### src/csr_settings.svh
`ifndef CSR_SETTINGS_SVH
`define CSR_SETTINGS_SVH

////////////////////////////////////////////////////////////////////////////
// Core configuration
////////////////////////////////////////////////////////////////////////////

// Integer register and CSR width
`define XLEN 32

// PMP address registers kept as plain storage
`define PMP_ENTRIES 4

// misa extension bits A..Z
// I (bit 8) and M (bit 12) are reported
`define MISA_EXT 26'h0001100

// Value returned by mimpid
`define MIMPID_VAL 32'h0000_0100

`endif

### src/csrPkg.sv
`default_nettype none

package csrPkg;

  ////////////////////////////////////////////////////////////////////////////
  // CSR addresses
  ////////////////////////////////////////////////////////////////////////////
  typedef enum logic [11:0] {
    adrMstatus   = 12'h300,
    adrMisa      = 12'h301,
    adrMie       = 12'h304,
    adrMtvec     = 12'h305,
    adrMscratch  = 12'h340,
    adrMepc      = 12'h341,
    adrMcause    = 12'h342,
    adrMtval     = 12'h343,
    adrMip       = 12'h344,
    adrPmpcfg0   = 12'h3A0,
    adrPmpaddr0  = 12'h3B0,
    adrPmpaddr1  = 12'h3B1,
    adrPmpaddr2  = 12'h3B2,
    adrPmpaddr3  = 12'h3B3,
    adrMvendorid = 12'hF11,
    adrMarchid   = 12'hF12,
    adrMimpid    = 12'hF13,
    adrMhartid   = 12'hF14
  } csrAdrT;

  // Same encoding as funct3[1:0] of CSRRW, CSRRS and CSRRC
  typedef enum logic [1:0] {
    opWrite = 2'd1,
    opSet   = 2'd2,
    opClear = 2'd3
  } csrOpT;

  // Exception or interrupt code as held in mcause
  typedef logic [4:0] causeT;

  // Interrupt positions in mip and mie
  localparam int msiBit = 3;
  localparam int mtiBit = 7;
  localparam int meiBit = 11;

  // mstatus fields that exist
  localparam int statusMieBit  = 3;
  localparam int statusMpieBit = 7;
  localparam int statusMppLo   = 11;

endpackage

`default_nettype wire

### src/csrAlu.sv
`include "csr_settings.svh"
`default_nettype none

module csrAlu (
  input  logic              csrValid,
  input  csrPkg::csrOpT     csrOp,
  input  logic [`XLEN-1:0]  csrSrc,
  input  logic [`XLEN-1:0]  oldVal,
  input  logic              stall,
  output logic              csrWrite,
  output logic [`XLEN-1:0]  csrWriteVal
);

  import csrPkg::*;

  logic opWrites;

  // Replace, set bits or clear bits of the current value
  always_comb begin
    case (csrOp)
      opWrite: csrWriteVal = csrSrc;
      opSet:   csrWriteVal = oldVal | csrSrc;
      opClear: csrWriteVal = oldVal & ~csrSrc;
      default: csrWriteVal = oldVal;
    endcase
  end

  // Set or clear with a zero source is only a read
  always_comb begin
    case (csrOp)
      opWrite:        opWrites = 1'b1;
      opSet, opClear: opWrites = |csrSrc;
      default:        opWrites = 1'b0;
    endcase
  end

  assign csrWrite = csrValid && !stall && opWrites;

endmodule

`default_nettype wire

### src/csrM.sv
`include "csr_settings.svh"
`default_nettype none

module csrM (
  input  logic              clk,
  input  logic              rstN,
  input  logic              csrWrite,
  input  logic [11:0]       csrAdr,
  input  logic [`XLEN-1:0]  csrWriteVal,
  input  logic              trapWrite,
  input  logic [`XLEN-1:0]  nextEpc,
  input  logic [`XLEN-1:0]  nextCause,
  input  logic [`XLEN-1:0]  nextTval,
  input  logic [`XLEN-1:0]  mstatusVal,
  input  logic [11:0]       irqLines,
  output logic [`XLEN-1:0]  csrMReadVal,
  output logic [`XLEN-1:0]  mepcVal,
  output logic [`XLEN-1:0]  mtvecVal,
  output logic [11:0]       mieVal,
  output logic              illegal
);

  import csrPkg::*;

  localparam int pmpIdxW = (`PMP_ENTRIES > 1) ? $clog2(`PMP_ENTRIES) : 1;
  localparam logic [11:0] mieMask = 12'((1 << msiBit) | (1 << mtiBit) | (1 << meiBit));
  localparam logic [`XLEN-1:0] misaVal = {2'b01, {(`XLEN-28){1'b0}}, `MISA_EXT};

  logic [`XLEN-1:0]       mscratchReg;
  logic [`XLEN-1:0]       mtvalReg;
  logic [`XLEN-1:0]       pmpCfg0Reg;
  logic [`XLEN-1:0]       pmpAddrReg [`PMP_ENTRIES];
  logic                   mcauseIntr;
  causeT                  mcauseCode;
  logic                   wrMtvec, wrMie, wrMscratch, wrPmpCfg0;
  logic                   wrMepc, wrMcause, wrMtval;
  logic [`PMP_ENTRIES-1:0] wrPmpAddr;
  logic [11:0]            pmpOffset;
  logic                   pmpHit;
  logic                   idReg;
  logic                   unknownAdr;

  ////////////////////////////////////////////////////////////////////////////
  // Write decode
  ////////////////////////////////////////////////////////////////////////////
  assign wrMtvec    = csrWrite && (csrAdr == adrMtvec);
  assign wrMie      = csrWrite && (csrAdr == adrMie);
  assign wrMscratch = csrWrite && (csrAdr == adrMscratch);
  assign wrMepc     = csrWrite && (csrAdr == adrMepc);
  assign wrMcause   = csrWrite && (csrAdr == adrMcause);
  assign wrMtval    = csrWrite && (csrAdr == adrMtval);
  assign wrPmpCfg0  = csrWrite && (csrAdr == adrPmpcfg0);

  // pmpaddr registers sit at consecutive addresses
  assign pmpOffset = csrAdr - adrPmpaddr0;
  assign pmpHit    = pmpOffset < 12'(`PMP_ENTRIES);

  for (genvar i = 0; i < `PMP_ENTRIES; i++) begin : genPmpWe
    assign wrPmpAddr[i] = csrWrite && (pmpOffset == 12'(i));
  end

  assign idReg = (csrAdr == adrMvendorid) || (csrAdr == adrMarchid) ||
                 (csrAdr == adrMimpid) || (csrAdr == adrMhartid);

  ////////////////////////////////////////////////////////////////////////////
  // Registers
  ////////////////////////////////////////////////////////////////////////////

  // mtvec mode 2 and 3 are reserved so bit 1 stays clear
  always_ff @(posedge clk or negedge rstN) begin
    if (!rstN) begin
      mtvecVal    <= '0;
      mieVal      <= '0;
      mscratchReg <= '0;
      pmpCfg0Reg  <= '0;
    end else begin
      if (wrMtvec)
        mtvecVal <= {csrWriteVal[`XLEN-1:2], 1'b0, csrWriteVal[0]};
      if (wrMie)
        mieVal <= csrWriteVal[11:0] & mieMask;
      if (wrMscratch)
        mscratchReg <= csrWriteVal;
      if (wrPmpCfg0)
        pmpCfg0Reg <= csrWriteVal;
    end
  end

  // Trap entry takes precedence over a software write
  always_ff @(posedge clk or negedge rstN) begin
    if (!rstN) begin
      mepcVal    <= '0;
      mcauseIntr <= 1'b0;
      mcauseCode <= '0;
      mtvalReg   <= '0;
    end else if (trapWrite) begin
      mepcVal    <= {nextEpc[`XLEN-1:2], 2'b00};
      mcauseIntr <= nextCause[`XLEN-1];
      mcauseCode <= nextCause[4:0];
      mtvalReg   <= nextTval;
    end else begin
      if (wrMepc)
        mepcVal <= {csrWriteVal[`XLEN-1:2], 2'b00};
      if (wrMcause) begin
        mcauseIntr <= csrWriteVal[`XLEN-1];
        mcauseCode <= csrWriteVal[4:0];
      end
      if (wrMtval)
        mtvalReg <= csrWriteVal;
    end
  end

  always_ff @(posedge clk or negedge rstN) begin
    if (!rstN) begin
      for (int i = 0; i < `PMP_ENTRIES; i++)
        pmpAddrReg[i] <= '0;
    end else begin
      for (int i = 0; i < `PMP_ENTRIES; i++)
        if (wrPmpAddr[i])
          pmpAddrReg[i] <= csrWriteVal;
    end
  end

  ////////////////////////////////////////////////////////////////////////////
  // Read mux
  ////////////////////////////////////////////////////////////////////////////
  always_comb begin
    unknownAdr = 1'b0;
    case (csrAdr)
      adrMisa:      csrMReadVal = misaVal;
      adrMvendorid: csrMReadVal = '0;
      adrMarchid:   csrMReadVal = '0;
      adrMimpid:    csrMReadVal = `MIMPID_VAL;
      adrMhartid:   csrMReadVal = '0;
      adrMstatus:   csrMReadVal = mstatusVal;
      adrMtvec:     csrMReadVal = mtvecVal;
      adrMie:       csrMReadVal = {{(`XLEN-12){1'b0}}, mieVal};
      adrMip:       csrMReadVal = {{(`XLEN-12){1'b0}}, irqLines};
      adrMscratch:  csrMReadVal = mscratchReg;
      adrMepc:      csrMReadVal = mepcVal;
      adrMcause:    csrMReadVal = {mcauseIntr, {(`XLEN-6){1'b0}}, mcauseCode};
      adrMtval:     csrMReadVal = mtvalReg;
      adrPmpcfg0:   csrMReadVal = pmpCfg0Reg;
      default: begin
        if (pmpHit) begin
          csrMReadVal = pmpAddrReg[pmpOffset[pmpIdxW-1:0]];
        end else begin
          csrMReadVal = '0;
          unknownAdr  = 1'b1;
        end
      end
    endcase
  end

  // ID registers are read only
  assign illegal = unknownAdr || (csrWrite && idReg);

endmodule

`default_nettype wire

### src/csrStatus.sv
`include "csr_settings.svh"
`default_nettype none

module csrStatus (
  input  logic              clk,
  input  logic              rstN,
  input  logic              csrWrite,
  input  logic [11:0]       csrAdr,
  input  logic [`XLEN-1:0]  csrWriteVal,
  input  logic              trapEnter,
  input  logic              mretDo,
  output logic [`XLEN-1:0]  mstatusVal
);

  import csrPkg::*;

  logic mieFlag;
  logic mpieFlag;
  // Set when MPP holds 3
  logic mppM;
  logic wrStatus;

  assign wrStatus = csrWrite && (csrAdr == adrMstatus);

  // Interrupt-enable stack
  // Only M-mode exists so any MPP update lands on 3
  always_ff @(posedge clk or negedge rstN) begin
    if (!rstN) begin
      mieFlag  <= 1'b0;
      mpieFlag <= 1'b0;
      mppM     <= 1'b0;
    end else if (trapEnter) begin
      mpieFlag <= mieFlag;
      mieFlag  <= 1'b0;
      mppM     <= 1'b1;
    end else if (mretDo) begin
      mieFlag  <= mpieFlag;
      mpieFlag <= 1'b1;
      mppM     <= 1'b1;
    end else if (wrStatus) begin
      mieFlag  <= csrWriteVal[statusMieBit];
      mpieFlag <= csrWriteVal[statusMpieBit];
      mppM     <= 1'b1;
    end
  end

  // All other fields read as zero
  always_comb begin
    mstatusVal                   = '0;
    mstatusVal[statusMieBit]     = mieFlag;
    mstatusVal[statusMpieBit]    = mpieFlag;
    mstatusVal[statusMppLo +: 2] = {2{mppM}};
  end

endmodule

`default_nettype wire

### src/trapUnit.sv
`include "csr_settings.svh"
`default_nettype none

module trapUnit (
  input  logic              excValid,
  input  logic              retireValid,
  input  logic              mretValid,
  input  logic              stall,
  input  csrPkg::causeT     excCause,
  input  logic [`XLEN-1:0]  excPc,
  input  logic [`XLEN-1:0]  excTval,
  input  logic [`XLEN-1:0]  nextPc,
  input  logic [`XLEN-1:0]  mstatusVal,
  input  logic [`XLEN-1:0]  mtvecVal,
  input  logic [`XLEN-1:0]  mepcVal,
  input  logic [11:0]       mieVal,
  input  logic [11:0]       irqLines,
  output logic              trapTaken,
  output logic              mretTaken,
  output logic              trapWrite,
  output logic [`XLEN-1:0]  nextEpc,
  output logic [`XLEN-1:0]  nextCause,
  output logic [`XLEN-1:0]  nextTval,
  output logic [`XLEN-1:0]  redirectPc
);

  import csrPkg::*;

  logic [11:0]      pending;
  logic             irqReq;
  logic             trapReq;
  causeT            irqCode;
  logic [`XLEN-1:0] tvecBase;

  ////////////////////////////////////////////////////////////////////////////
  // Selection
  ////////////////////////////////////////////////////////////////////////////
  assign pending = irqLines & mieVal;
  assign irqReq  = retireValid && mstatusVal[statusMieBit] && (|pending);

  // MEI first, then MSI, then MTI
  always_comb begin
    if (pending[meiBit])
      irqCode = causeT'(meiBit);
    else if (pending[msiBit])
      irqCode = causeT'(msiBit);
    else
      irqCode = causeT'(mtiBit);
  end

  // Exception beats interrupt, both beat mret
  assign trapReq   = excValid || irqReq;
  assign trapTaken = trapReq && !stall;
  assign trapWrite = trapTaken;
  assign mretTaken = mretValid && !trapReq && !stall;

  ////////////////////////////////////////////////////////////////////////////
  // Trap state and target
  ////////////////////////////////////////////////////////////////////////////
  assign nextEpc   = excValid ? excPc : nextPc;
  assign nextCause = excValid ? {{(`XLEN-5){1'b0}}, excCause}
                              : {1'b1, {(`XLEN-6){1'b0}}, irqCode};
  assign nextTval  = excValid ? excTval : '0;

  assign tvecBase = {mtvecVal[`XLEN-1:2], 2'b00};

  // Vectored mode only offsets interrupts
  always_comb begin
    if (mretTaken)
      redirectPc = mepcVal;
    else if (mtvecVal[0] && !excValid)
      redirectPc = tvecBase + {{(`XLEN-7){1'b0}}, irqCode, 2'b00};
    else
      redirectPc = tvecBase;
  end

endmodule

`default_nettype wire

### src/csrTop.sv
`include "csr_settings.svh"
`default_nettype none

module csrTop (
  input  logic              clk,
  input  logic              rstN,
  input  logic              stall,
  input  logic              csrValid,
  input  csrPkg::csrOpT     csrOp,
  input  logic [11:0]       csrAdr,
  input  logic [`XLEN-1:0]  csrSrc,
  input  logic              excValid,
  input  csrPkg::causeT     excCause,
  input  logic [`XLEN-1:0]  excPc,
  input  logic [`XLEN-1:0]  excTval,
  input  logic              retireValid,
  input  logic [`XLEN-1:0]  nextPc,
  input  logic              mretValid,
  input  logic [11:0]       irqLines,
  output logic [`XLEN-1:0]  csrReadVal,
  output logic              illegal,
  output logic              trapTaken,
  output logic              mretTaken,
  output logic [`XLEN-1:0]  redirectPc
);

  logic             csrWrite;
  logic [`XLEN-1:0] csrWriteVal;
  logic [`XLEN-1:0] mstatusVal, mepcVal, mtvecVal;
  logic [11:0]      mieVal;
  logic             trapWrite;
  logic [`XLEN-1:0] nextEpc, nextCause, nextTval;
  logic             accessFault;

  csrAlu csrAlu_inst (
    .csrValid(csrValid), .csrOp(csrOp), .csrSrc(csrSrc), .oldVal(csrReadVal),
    .stall(stall), .csrWrite(csrWrite), .csrWriteVal(csrWriteVal)
  );

  // Read value includes mstatus through the mstatusVal input
  csrM csrM_inst (
    .clk(clk), .rstN(rstN), .csrWrite(csrWrite), .csrAdr(csrAdr),
    .csrWriteVal(csrWriteVal), .trapWrite(trapWrite), .nextEpc(nextEpc),
    .nextCause(nextCause), .nextTval(nextTval), .mstatusVal(mstatusVal),
    .irqLines(irqLines), .csrMReadVal(csrReadVal), .mepcVal(mepcVal),
    .mtvecVal(mtvecVal), .mieVal(mieVal), .illegal(accessFault)
  );

  csrStatus csrStatus_inst (
    .clk(clk), .rstN(rstN), .csrWrite(csrWrite), .csrAdr(csrAdr),
    .csrWriteVal(csrWriteVal), .trapEnter(trapTaken), .mretDo(mretTaken),
    .mstatusVal(mstatusVal)
  );

  trapUnit trapUnit_inst (
    .excValid(excValid), .retireValid(retireValid), .mretValid(mretValid),
    .stall(stall), .excCause(excCause), .excPc(excPc), .excTval(excTval),
    .nextPc(nextPc), .mstatusVal(mstatusVal), .mtvecVal(mtvecVal),
    .mepcVal(mepcVal), .mieVal(mieVal), .irqLines(irqLines),
    .trapTaken(trapTaken), .mretTaken(mretTaken), .trapWrite(trapWrite),
    .nextEpc(nextEpc), .nextCause(nextCause), .nextTval(nextTval),
    .redirectPc(redirectPc)
  );

  // Only an actual access can be illegal
  assign illegal = csrValid && accessFault;

endmodule

`default_nettype wire

### config.mk
export PLATFORM = sky130hd
export DESIGN_NAME = csrTop
export DESIGN_NICKNAME = d
export VERILOG_FILES = /design/src/csrPkg.sv /design/src/csrAlu.sv /design/src/csrM.sv /design/src/csrStatus.sv /design/src/trapUnit.sv /design/src/csrTop.sv
export VERILOG_INCLUDE_DIRS = /design/src
export SDC_FILE = /design/constraint.sdc
export NUM_CORES = 1
export LEC_CHECK = 0
export ABC_CLOCK_PERIOD_IN_PS = 2200
export BUFFER_PORTS_ARGS = -buffer_cell sky130_fd_sc_hd__buf_2
export CAP_MARGIN = 10
export CORE_UTILIZATION = 50
export CTS_CLUSTER_SIZE = 16
export DETAILED_ROUTE_END_ITERATION = 10
export PLACE_DENSITY = 0.75
export SLEW_MARGIN = 15
export SYNTH_ARGS = -nofsm -noshare
export SYNTH_HDL_FRONTEND = slang
export SYNTH_HIERARCHICAL = 1
export SYNTH_SLANG_ARGS = --single-unit
### constraint.sdc
create_clock -name clk -period 2.2 [get_ports clk]
set_input_delay 0.11 -clock clk [delete_from_list [all_inputs] [get_ports clk]]
set_output_delay 0.11 -clock clk [all_outputs]
set_load 0.03 [all_outputs]
==> reports/results.txt, run 1 <==
Status: finished, violations left
Failing checks: design-rule violations, negative setup slack
Data arrival time of the worst path: 2.95 ns
WL final: 72000 µm
Layout cells sized above 1: 53.3%
Clk sinks: 297
Overall global routing resource usage: 36.9%
Synthesized instance count: 1608
Flop-to-flop setup slack: -0.41 ns
Core Box Area: 35500 µm²
Post-DR vias/cell: 6.39
H-tree levels: 2
DR WL/cell: 26.6 µm
Gpl congestion: 0.997
RSZ-0062 raised after global routing: true
Cts bufs inserted: 34
Die footprint: 36700 µm²
R2R depth: 15
Starting DRT DRC Count: 1918
Crit. End Element: output pin
CP max FO: 6
CP Cell Sequence: buf_6, a22oi_2, ha_1, buf_6, and2b_2, o31ai_4, buf_12, buf_12, nor3_4, xnor2_2, o21ai_2, buf_6
Worst slew pin tran: 1.23 ns
Detailed placement HPWL: 45300 µm
Avg Cell Area, Syn: 11.2 µm²
Post-DRT Antenna Nets: 0
Mapped cell area: 18000 µm²
Clock transition at the registers of the reported paths: 0.06 ns
Die H: 192 µm
HP Class: input port to flip-flop
Worst Setup Path Type: flip-flop to output pin
Worst Hold Path Cells: 4
Fin. Hold Viols: 0
PortBufs: 226
Static leakage: 12.7 nW
Vias in the first global route: 17026
Post-route setup slack: -0.862 ns
CP Data Required Time: 2.09 ns
Slew Limit Fails: 0
Worst-case clock buffer depth: 3
Final min period: 3.06 ns
CP max stage cell: dfrtp_2
Peak VDD IR: 0.530 mV
Synth Warn #: 6
Hold WS: 0.0165 ns
FMAX: 327 MHz
Antenna violations before repair: 1
CP Launch Type: flip-flop
P per Cell Area: 533 nW/µm²
Pin count of the biggest net entering global routing: 86
DRC: 2
Global-route wire length before repair: 101000 µm
DR pass1 iterations: 10
Max_slew headroom: 17.7%
Worst-skew pair later-pin latency: 0.53 ns
Area Growth Syn to Fin: 47.5%
Fin nets: 2394
Fin crit share: 139%
CTS tree: built
DIE WIDTH: 192 µm
Via Count: 17304
Final setup fails: 85
Clk root buf: clkbuf_16
Row count: 69
Final Total Pwr: 14.1 mW
Clock skew: 0.0183 ns
Top Ports: 233
Slowest stage delay, CP: 0.44 ns
Total gr overflow: 0
Initial core utilization: 50.6%
Maximum capacitance violations: 0
Top cell by count, worst path: buf_6
timing repair:
action | 4_1_cts | 5_1_grt
endpoints found under the hold margin | 135 | 0
buffers inserted | 49 | 42
pin swaps | 70 | 91
gates cloned | 4 | 8
setup endpoints to repair | 114 | 196
hold buffers | 88 | 0
resized for setup | 253 | 182
worst paths after layout:
path / from / end
setup reg to reg: csrM_inst/mieVal[11] / csrM_inst/mtvalReg[11]
setup / recovery: csrM_inst/mieVal[11] / redirectPc[16]
min in group asynchronous: rstN / csrM_inst/pmpAddrReg[110]
hold / removal: excPc[25] / csrM_inst/mepcVal[25]
max in group asynchronous: rstN / csrM_inst/pmpAddrReg[38]
hold reg to reg: csrM_inst/pmpAddrReg[43] / csrM_inst/pmpAddrReg[43]
flip-flops by register name, summed over array words and instances (netlist names):
name	flops
csrStatus_inst/mieFlag	1
csrM_inst/mcauseIntr	1
csrM_inst/mtvalReg	32
csrStatus_inst/mppM	1
csrM_inst/mcauseCode	5
csrStatus_inst/mpieFlag	1
csrM_inst/pmpCfg0Reg	32
csrM_inst/mepcVal	30
csrM_inst/mscratchReg	32
csrM_inst/pmpAddrReg	128
csrM_inst/mtvecVal	31
csrM_inst/mieVal	3
cells in the final DEF, fill, tap and decap left out, types with 52 or more instances in the layout:
master,instances
nand2_1,145
buf_6,105
mux2_2,205
mux2i_1,82
xnor2_1,52
dlygate4sd3_1,88
dfrtp_1,294
buf_4,311
mux2_4,52
buf_2,152
stage by stage:
| step | cells | worst slack (ns) | utilization, % | setup TNS [ns] | instance area (µm²) |
|---|---|---|---|---|---|
| 4_1_cts | 2672 | -0.882 | 71.7 | -22.71 | 25400 |
| 6_report | 2710 | -0.862 | 74.7 | -30.31 | 26500 |
| 2_1_floorplan | 1645 | -0.186 | - | -15.56 | 18800 |
| 3_5_place_dp | 2479 | -0.699 | 62.3 | -142.92 | 22100 |
| 5_1_grt | 2710 | -0.898 | 74.7 | -34.75 | 26500 |
| 3_3_place_gp | 2479 | -0.671 | 62.3 | -136.81 | 22100 |
per-layer routing:
metal / routed length [µm] / track usage, % / part of all wire (%) / vias to the layer above
met4: 4440 / 18.0 / 6.2 / 0
met5: 0 / 0 / 0 / -
li1: - / - / - / 7088
met1: 27100 / 49.4 / 38 / 8595
met2: 32700 / 57.3 / 45 / 1276
met3: 7730 / 7.47 / 11 / 345
final cells by class:
| type | count | area (µm²) |
|---|---|---|
| Clock inverter | 11 | 176 |
| Sequential cell | 297 | 7440 |
| Clock buffer | 48 | 933 |
| Inverter | 10 | 37.5 |
| Tap cell | 461 | 577 |
| Antenna cell | 1 | 2.50 |
| Timing Repair Buffer | 714 | 6320 |
| Multi-Input combinational cell | 1168 | 11000 |
| Fill cell | 2069 | 8980 |
worst max-delay path: cells and delay by family, from the launching register on:
kind / cells / cell delay [ns]
xor gates and xnor gates: 1 / 0.14
and+or+nand+nor: 2 / 0.27
DFF: 1 / 0.44
buffers and inverters: 5 / 0.74
adders and majority gates: 1 / 0.29
AOI/OAI and AO/OA: 3 / 0.56
where the power goes:
part           switching, mW  leakage (nW)  internal (mW)  total (mW)
Sequential             0.212          4.05           5.69        5.90
Combinational           1.32          8.10           1.11        2.42
Clock                   2.35         0.538           3.44        5.79
No activity file was read; power rests on OpenSTA's default activity.
==> run 2, diff against run 1 <==
--- a/config.mk
+++ b/config.mk
@@ -6,13 +6,13 @@
 export SDC_FILE = /design/constraint.sdc
 export NUM_CORES = 1
 export LEC_CHECK = 0
-export ABC_CLOCK_PERIOD_IN_PS = 2200
+export ABC_CLOCK_PERIOD_IN_PS = 3400
 export BUFFER_PORTS_ARGS = -buffer_cell sky130_fd_sc_hd__buf_2
 export CAP_MARGIN = 10
 export CORE_UTILIZATION = 50
 export CTS_CLUSTER_SIZE = 16
 export DETAILED_ROUTE_END_ITERATION = 10
-export PLACE_DENSITY = 0.75
+export PLACE_DENSITY = 0.72
 export SLEW_MARGIN = 15
 export SYNTH_ARGS = -nofsm -noshare
 export SYNTH_HDL_FRONTEND = slang
==> constraint.sdc (replaced) <==
create_clock -name clk -period 3.4 [get_ports clk]
set_input_delay 0.17 -clock clk [delete_from_list [all_inputs] [get_ports clk]]
set_output_delay 0.17 -clock clk [all_outputs]
set_load 0.03 [all_outputs]
==> reports/results.txt, run 2 (synthesized netlist as in run 1, its figures left out) <==
Overall global routing resource usage: 30.9%
WL final: 56300 µm
Cts bufs inserted: 34
Hold worst-path end: csrM_inst/mepcVal[15]
Crit. End Element: output pin
Static leakage: 10.3 nW
Data arrival time of the worst path: 3.01 ns
DIE WIDTH: 192 µm
Row count: 69
WL met3: 5180 µm
CP Cell Sequence: and2_1, ha_1, o211a_1, o2111ai_1, buf_4, nor4_1, xnor2_1, o21ai_0, buf_2
Clk sinks: 297
Worst r2r src: csrM_inst/mtvalReg[3]
Detailed placement HPWL: 38400 µm
RSZ-0062 raised after global routing: false
CP Buf/Inv Count: 2
P per Cell Area: 394 nW/µm²
Maximum capacitance violations: 0
Fin nets: 2056
Comb power frac: 12.8%
HP Class: input port to flip-flop
Worst-skew pair later-pin latency: 0.52 ns
Flop pwr share: 45.2%
Met1 WL: 23700 µm
Sw Ratio: 26.9%
Clk root buf: clkbuf_16
Peak VDD IR: 0.291 mV
Post-Place Cells: 2265
Clk pwr share: 41.9%
Area Growth Syn to Fin: 18.7%
Worst Setup Path Type: flip-flop to output pin
Setup_tns: 0 ns
Total gr overflow: 0
Initial core utilization: 50.6%
Worst Hold Path Cells: 4
P_int: 6.15 mW
Status: finished, final reports clean
Fin crit share: 93.7%
Gpl congestion: 0.937
Global-route wire length before repair: 85700 µm
Post-DRT Antenna Nets: 0
Number of flip-flops in the largest register: 128
Min-Delay Startpoint: nextPc[15]
Top Ports: 233
CTS tree: built
Clock skew: 0.0112 ns
Fin. Hold Viols: 0
R2R depth: 11
P_sw: 2.26 mW
Critical R2R Capture: csrStatus_inst/mieFlag
Final min period: 3.18 ns
FMAX: 314 MHz
Final Instance Count excl. Fillers: 2373
CP max FO: 5
Layout cells sized above 1: 38.3%
Die H: 192 µm
Die footprint: 36700 µm²
Core Box Area: 35500 µm²
Post-DR vias/cell: 6.14
Delay-heaviest family, CP: compound AO/OA/AOI/OAI gates
PortBufs: 226
DR WL/cell: 23.7 µm
Starting DRT DRC Count: 1257
Most frequent cells in the layout: dfrtp_1 (297), mux2_2 (240), buf_2 (224)
Flop-to-flop setup slack: 0.80 ns
Slowest stage delay, CP: 0.42 ns
Worst-case clock buffer depth: 3
H-tree levels: 2
Final setup fails: 0
Antenna Cells: 0
Metal2 WL: 25800 µm
Pin count of the biggest net entering global routing: 97
Vias in the first global route: 14422
Antenna violations before repair: 0
CP Data Required Time: 3.23 ns
Slew Limit Fails: 0
Max_slew headroom: 33.0%
Largest reg by FF count: csrM_inst/pmpAddrReg
DRC: 0
Worst slew pin tran: 1.00 ns
Clock transition at the registers of the reported paths: 0.06 ns
Commonest non-fill, non-tap cell in the layout: dfrtp_1
CP Launch Type: flip-flop
CP max stage cell: dfrtp_1
Via Count: 14581
Max layer used: met4
DR pass1 iterations: 5
run 2: how the worst max path moves through the flow:
stage,from,endpoint,slack (ns),cells past startpoint
6_report,csrM_inst/mieVal[11],redirectPc[31],0.22,9
3_3_place_gp,csrAdr[7],csrStatus_inst/mpieFlag,0.38,11
2_1_floorplan,csrAdr[3],csrM_inst/mepcVal[7],0.44,14
5_1_grt,csrM_inst/mieVal[11],redirectPc[31],0.10,9
4_1_cts,csrM_inst/mieVal[11],redirectPc[31],0.22,9
3_5_place_dp,csrAdr[3],csrM_inst/mepcVal[12],0.26,12
run 2: what timing repair did:
item,in CTS,in global routing
setup buffers,0,0
resized for setup,0,0
hold buffers,47,0
hold endpoints to repair,119,0
run 2: routing by layer:
layer / up-vias / track usage (%)
met2: 733 / 47.9
met3: 118 / 5.71
met4: 0 / 10.3
met5: - / 0
li1: 6392 / -
met1: 7338 / 43.5
run 2: stage by stage:
step                      utilization, %  hold WS, ns  cell area (µm²)  setup slack (ns)  power (mW)
after detailed placement            55.8        0.243            19800             0.260        4.88
after floorplan                        -       -0.126            18100             0.445        4.45
final                               60.1      0.00314            21300             0.215        8.41
after global routing                60.1       0.0155            21300             0.103        8.70
after CTS                           60.1    0.0000237            21300             0.224        8.43
after global placement              55.8        0.226            19800             0.381        4.85
run 2: cell type report:
class                           instances  area [µm²]
Timing Repair Buffer                  377        2610
Tap cell                              461         577
Sequential cell                       297        7430
Clock inverter                         12        81.3
Multi-Input combinational cell       1167        9600
Inverter                               10        37.5
Clock buffer                           49         987
Fill cell                            2895       14200
run 2: power groups by stage:
stage,clock [mW],combinational (mW),sequential (mW)
after CTS,3.56,1.07,3.80
final,3.53,1.08,3.80
after global placement,0,0.994,3.86
after global routing,3.71,1.18,3.82
after detailed placement,0,1.02,3.86
after floorplan,0,0.636,3.81
run 2: worst register-to-register path, delay by kind of cell, from the launching register on:
kind / cells / cell delay (ns)
mux: 3 / 0.92
compound gates: 4 / 0.69
flops: 1 / 0.39
simple gates: 3 / 0.27
buf+inv: 1 / 0.21
==> run 3, diff against run 2 <==
--- a/config.mk
+++ b/config.mk
@@ -12,6 +12,7 @@
 export CORE_UTILIZATION = 50
 export CTS_CLUSTER_SIZE = 16
 export DETAILED_ROUTE_END_ITERATION = 10
+export MAX_ROUTING_LAYER = met4
 export PLACE_DENSITY = 0.72
 export SLEW_MARGIN = 15
 export SYNTH_ARGS = -nofsm -noshare
==> reports/results.txt, run 3 (synthesized netlist as in run 1, its figures left out) <==
Status: finished, violations left
Failing checks: negative hold slack
DIE WIDTH: 192 µm
PortBufs: 226
Pin count of the biggest net entering global routing: 97
Starting DRT DRC Count: 1479
Initial core utilization: 50.6%
Via Count: 14745
Largest reg by FF count: csrM_inst/pmpAddrReg
Final instance area: 21900 µm²
Slowest stage delay, CP: 0.43 ns
DRC: 0
Overall global routing resource usage: 32.4%
Core Box Area: 35500 µm²
Clk root buf: clkbuf_16
H-tree levels: 1
Commonest non-fill, non-tap cell in the layout: dfrtp_1
Fin. Hold Viols: 1
Post-DR vias/cell: 6.07
Global-route wire length before repair: 86700 µm
WL final: 57400 µm
Setup_tns: 0 ns
Final min period: 3.39 ns
Crit. End Element: output pin
CP max stage cell: dfrtp_1
CTS tree: built
Area Growth Syn to Fin: 21.7%
CP Launch Type: flip-flop
Cts bufs inserted: 31
P per Cell Area: 385 nW/µm²
Fill cells: 2795
RSZ-0062 raised after global routing: false
Max_slew headroom: 28.6%
Fin crit share: 99.6%
CP max FO: 5
Worst-case clock buffer depth: 3
Most frequent cells in the layout: dfrtp_1 (297), mux2_2 (240), buf_2 (224)
Post-DRT Antenna Nets: 0
Total gr overflow: 0
CP Data Required Time: 3.23 ns
Gpl congestion: 0.941
Layout cells sized above 1: 37.8%
Data arrival time of the worst path: 3.22 ns
Clk sinks: 297
Final setup fails: 0
Post_cts resized: 0
Die H: 192 µm
Static leakage: 10.5 nW
FMAX: 295 MHz
Peak VDD IR: 0.397 mV
Worst-skew pair later-pin latency: 0.57 ns
Worst slew pin tran: 1.07 ns
Maximum capacitance violations: 0
Antenna violations before repair: 2
Worst Setup Path Type: flip-flop to output pin
Vias in the first global route: 14691
Detailed placement HPWL: 38700 µm
Clock transition at the registers of the reported paths: 0.07 ns
Multi-input gate area: 9600 µm²
DR WL/cell: 23.6 µm
HP Class: input port to flip-flop
Register area: 7430 µm²
Slew Limit Fails: 0
Hold WS: -0.00108 ns
Dpl cell area: 19900 µm²
Die footprint: 36700 µm²
Top Ports: 233
Number of flip-flops in the largest register: 128
Clock skew: 0.00716 ns
Row count: 69
CP Cell Sequence: and2_1, ha_1, o211a_1, o2111ai_1, buf_4, nor4_1, xnor2_1, o21ai_0, buf_2
DR pass1 iterations: 6
Fin nets: 2113
## run 3: worst max-delay path: cells and delay by family, from the launching register on
| family | cells | cell delay, ns |
|---|---|---|
| adder cells (fa/ha/maj) | 1 | 0.39 |
| buffers and inverters | 2 | 0.49 |
| AND/OR/NAND/NOR | 2 | 0.48 |
| XOR/XNOR | 1 | 0.11 |
| AO/OA/AOI/OAI | 3 | 0.74 |
| flip-flops | 1 | 0.43 |
## run 3: what timing repair did
action                    4_1_cts  5_1_grt
hold buffers                   93        0
buffers inserted                0        0
hold endpoints to repair      156        0
## run 3: stage by stage
| stage | setup WS (ns) | instances | util, % | total power [mW] |
|---|---|---|---|---|
| 2_1_floorplan | 0.445 | 1645 | - | 4.45 |
| 3_3_place_gp | 0.404 | 2279 | 56.1 | 4.86 |
| 3_5_place_dp | 0.339 | 2279 | 56.1 | 4.89 |
| 4_1_cts | 0.0798 | 2427 | 61.6 | 8.45 |
| 5_1_grt | 0.0112 | 2429 | 61.6 | 8.73 |
| 6_report | 0.0121 | 2430 | 61.6 | 8.42 |
## run 3: power breakdown
part	switching [mW]	internal (mW)	total, mW
clock	1.45	2.02	3.47
sequential	0.122	3.68	3.80
combinational	0.656	0.487	1.14
## run 3: path summary, 6_finish.rpt
kind / slack [ns] / startpoint / depth (start not counted) / endpoint
hold / removal: -0.001 / excTval[10] / 4 / csrM_inst/mtvalReg[10]
max in group asynchronous: 2.21 / rstN / 3 / csrM_inst/pmpAddrReg[63]
min in group asynchronous: 0.22 / rstN / 2 / csrM_inst/pmpAddrReg[16]
setup reg to reg: 0.81 / csrM_inst/mieVal[7] / 7 / csrM_inst/mepcVal[20]
setup / recovery: 0.01 / csrM_inst/mieVal[11] / 9 / redirectPc[31]
hold reg to reg: 0.48 / csrM_inst/pmpAddrReg[66] / 1 / csrM_inst/pmpAddrReg[66]
## run 3: per-layer routing
metal  track usage (%)  part of all wire [%]  up-vias
met1              43.1                    42     7366
met5                 -                     0        -
met4              11.4                   3.4        0
li1                  -                     -     6503
met3              6.10                   8.8      124
met2              49.5                    46      752
## run 3: area by class of cell
class | count | share of cell area, %
clock inverter | 14 | 0.721
antenna | 3 | 0.0343
tap | 461 | 2.64
multi-input combinational | 1167 | 43.9
clock buffer | 41 | 4.00
sequential | 297 | 34.0
timing repair buffer | 437 | 14.5
inverter | 10 | 0.172
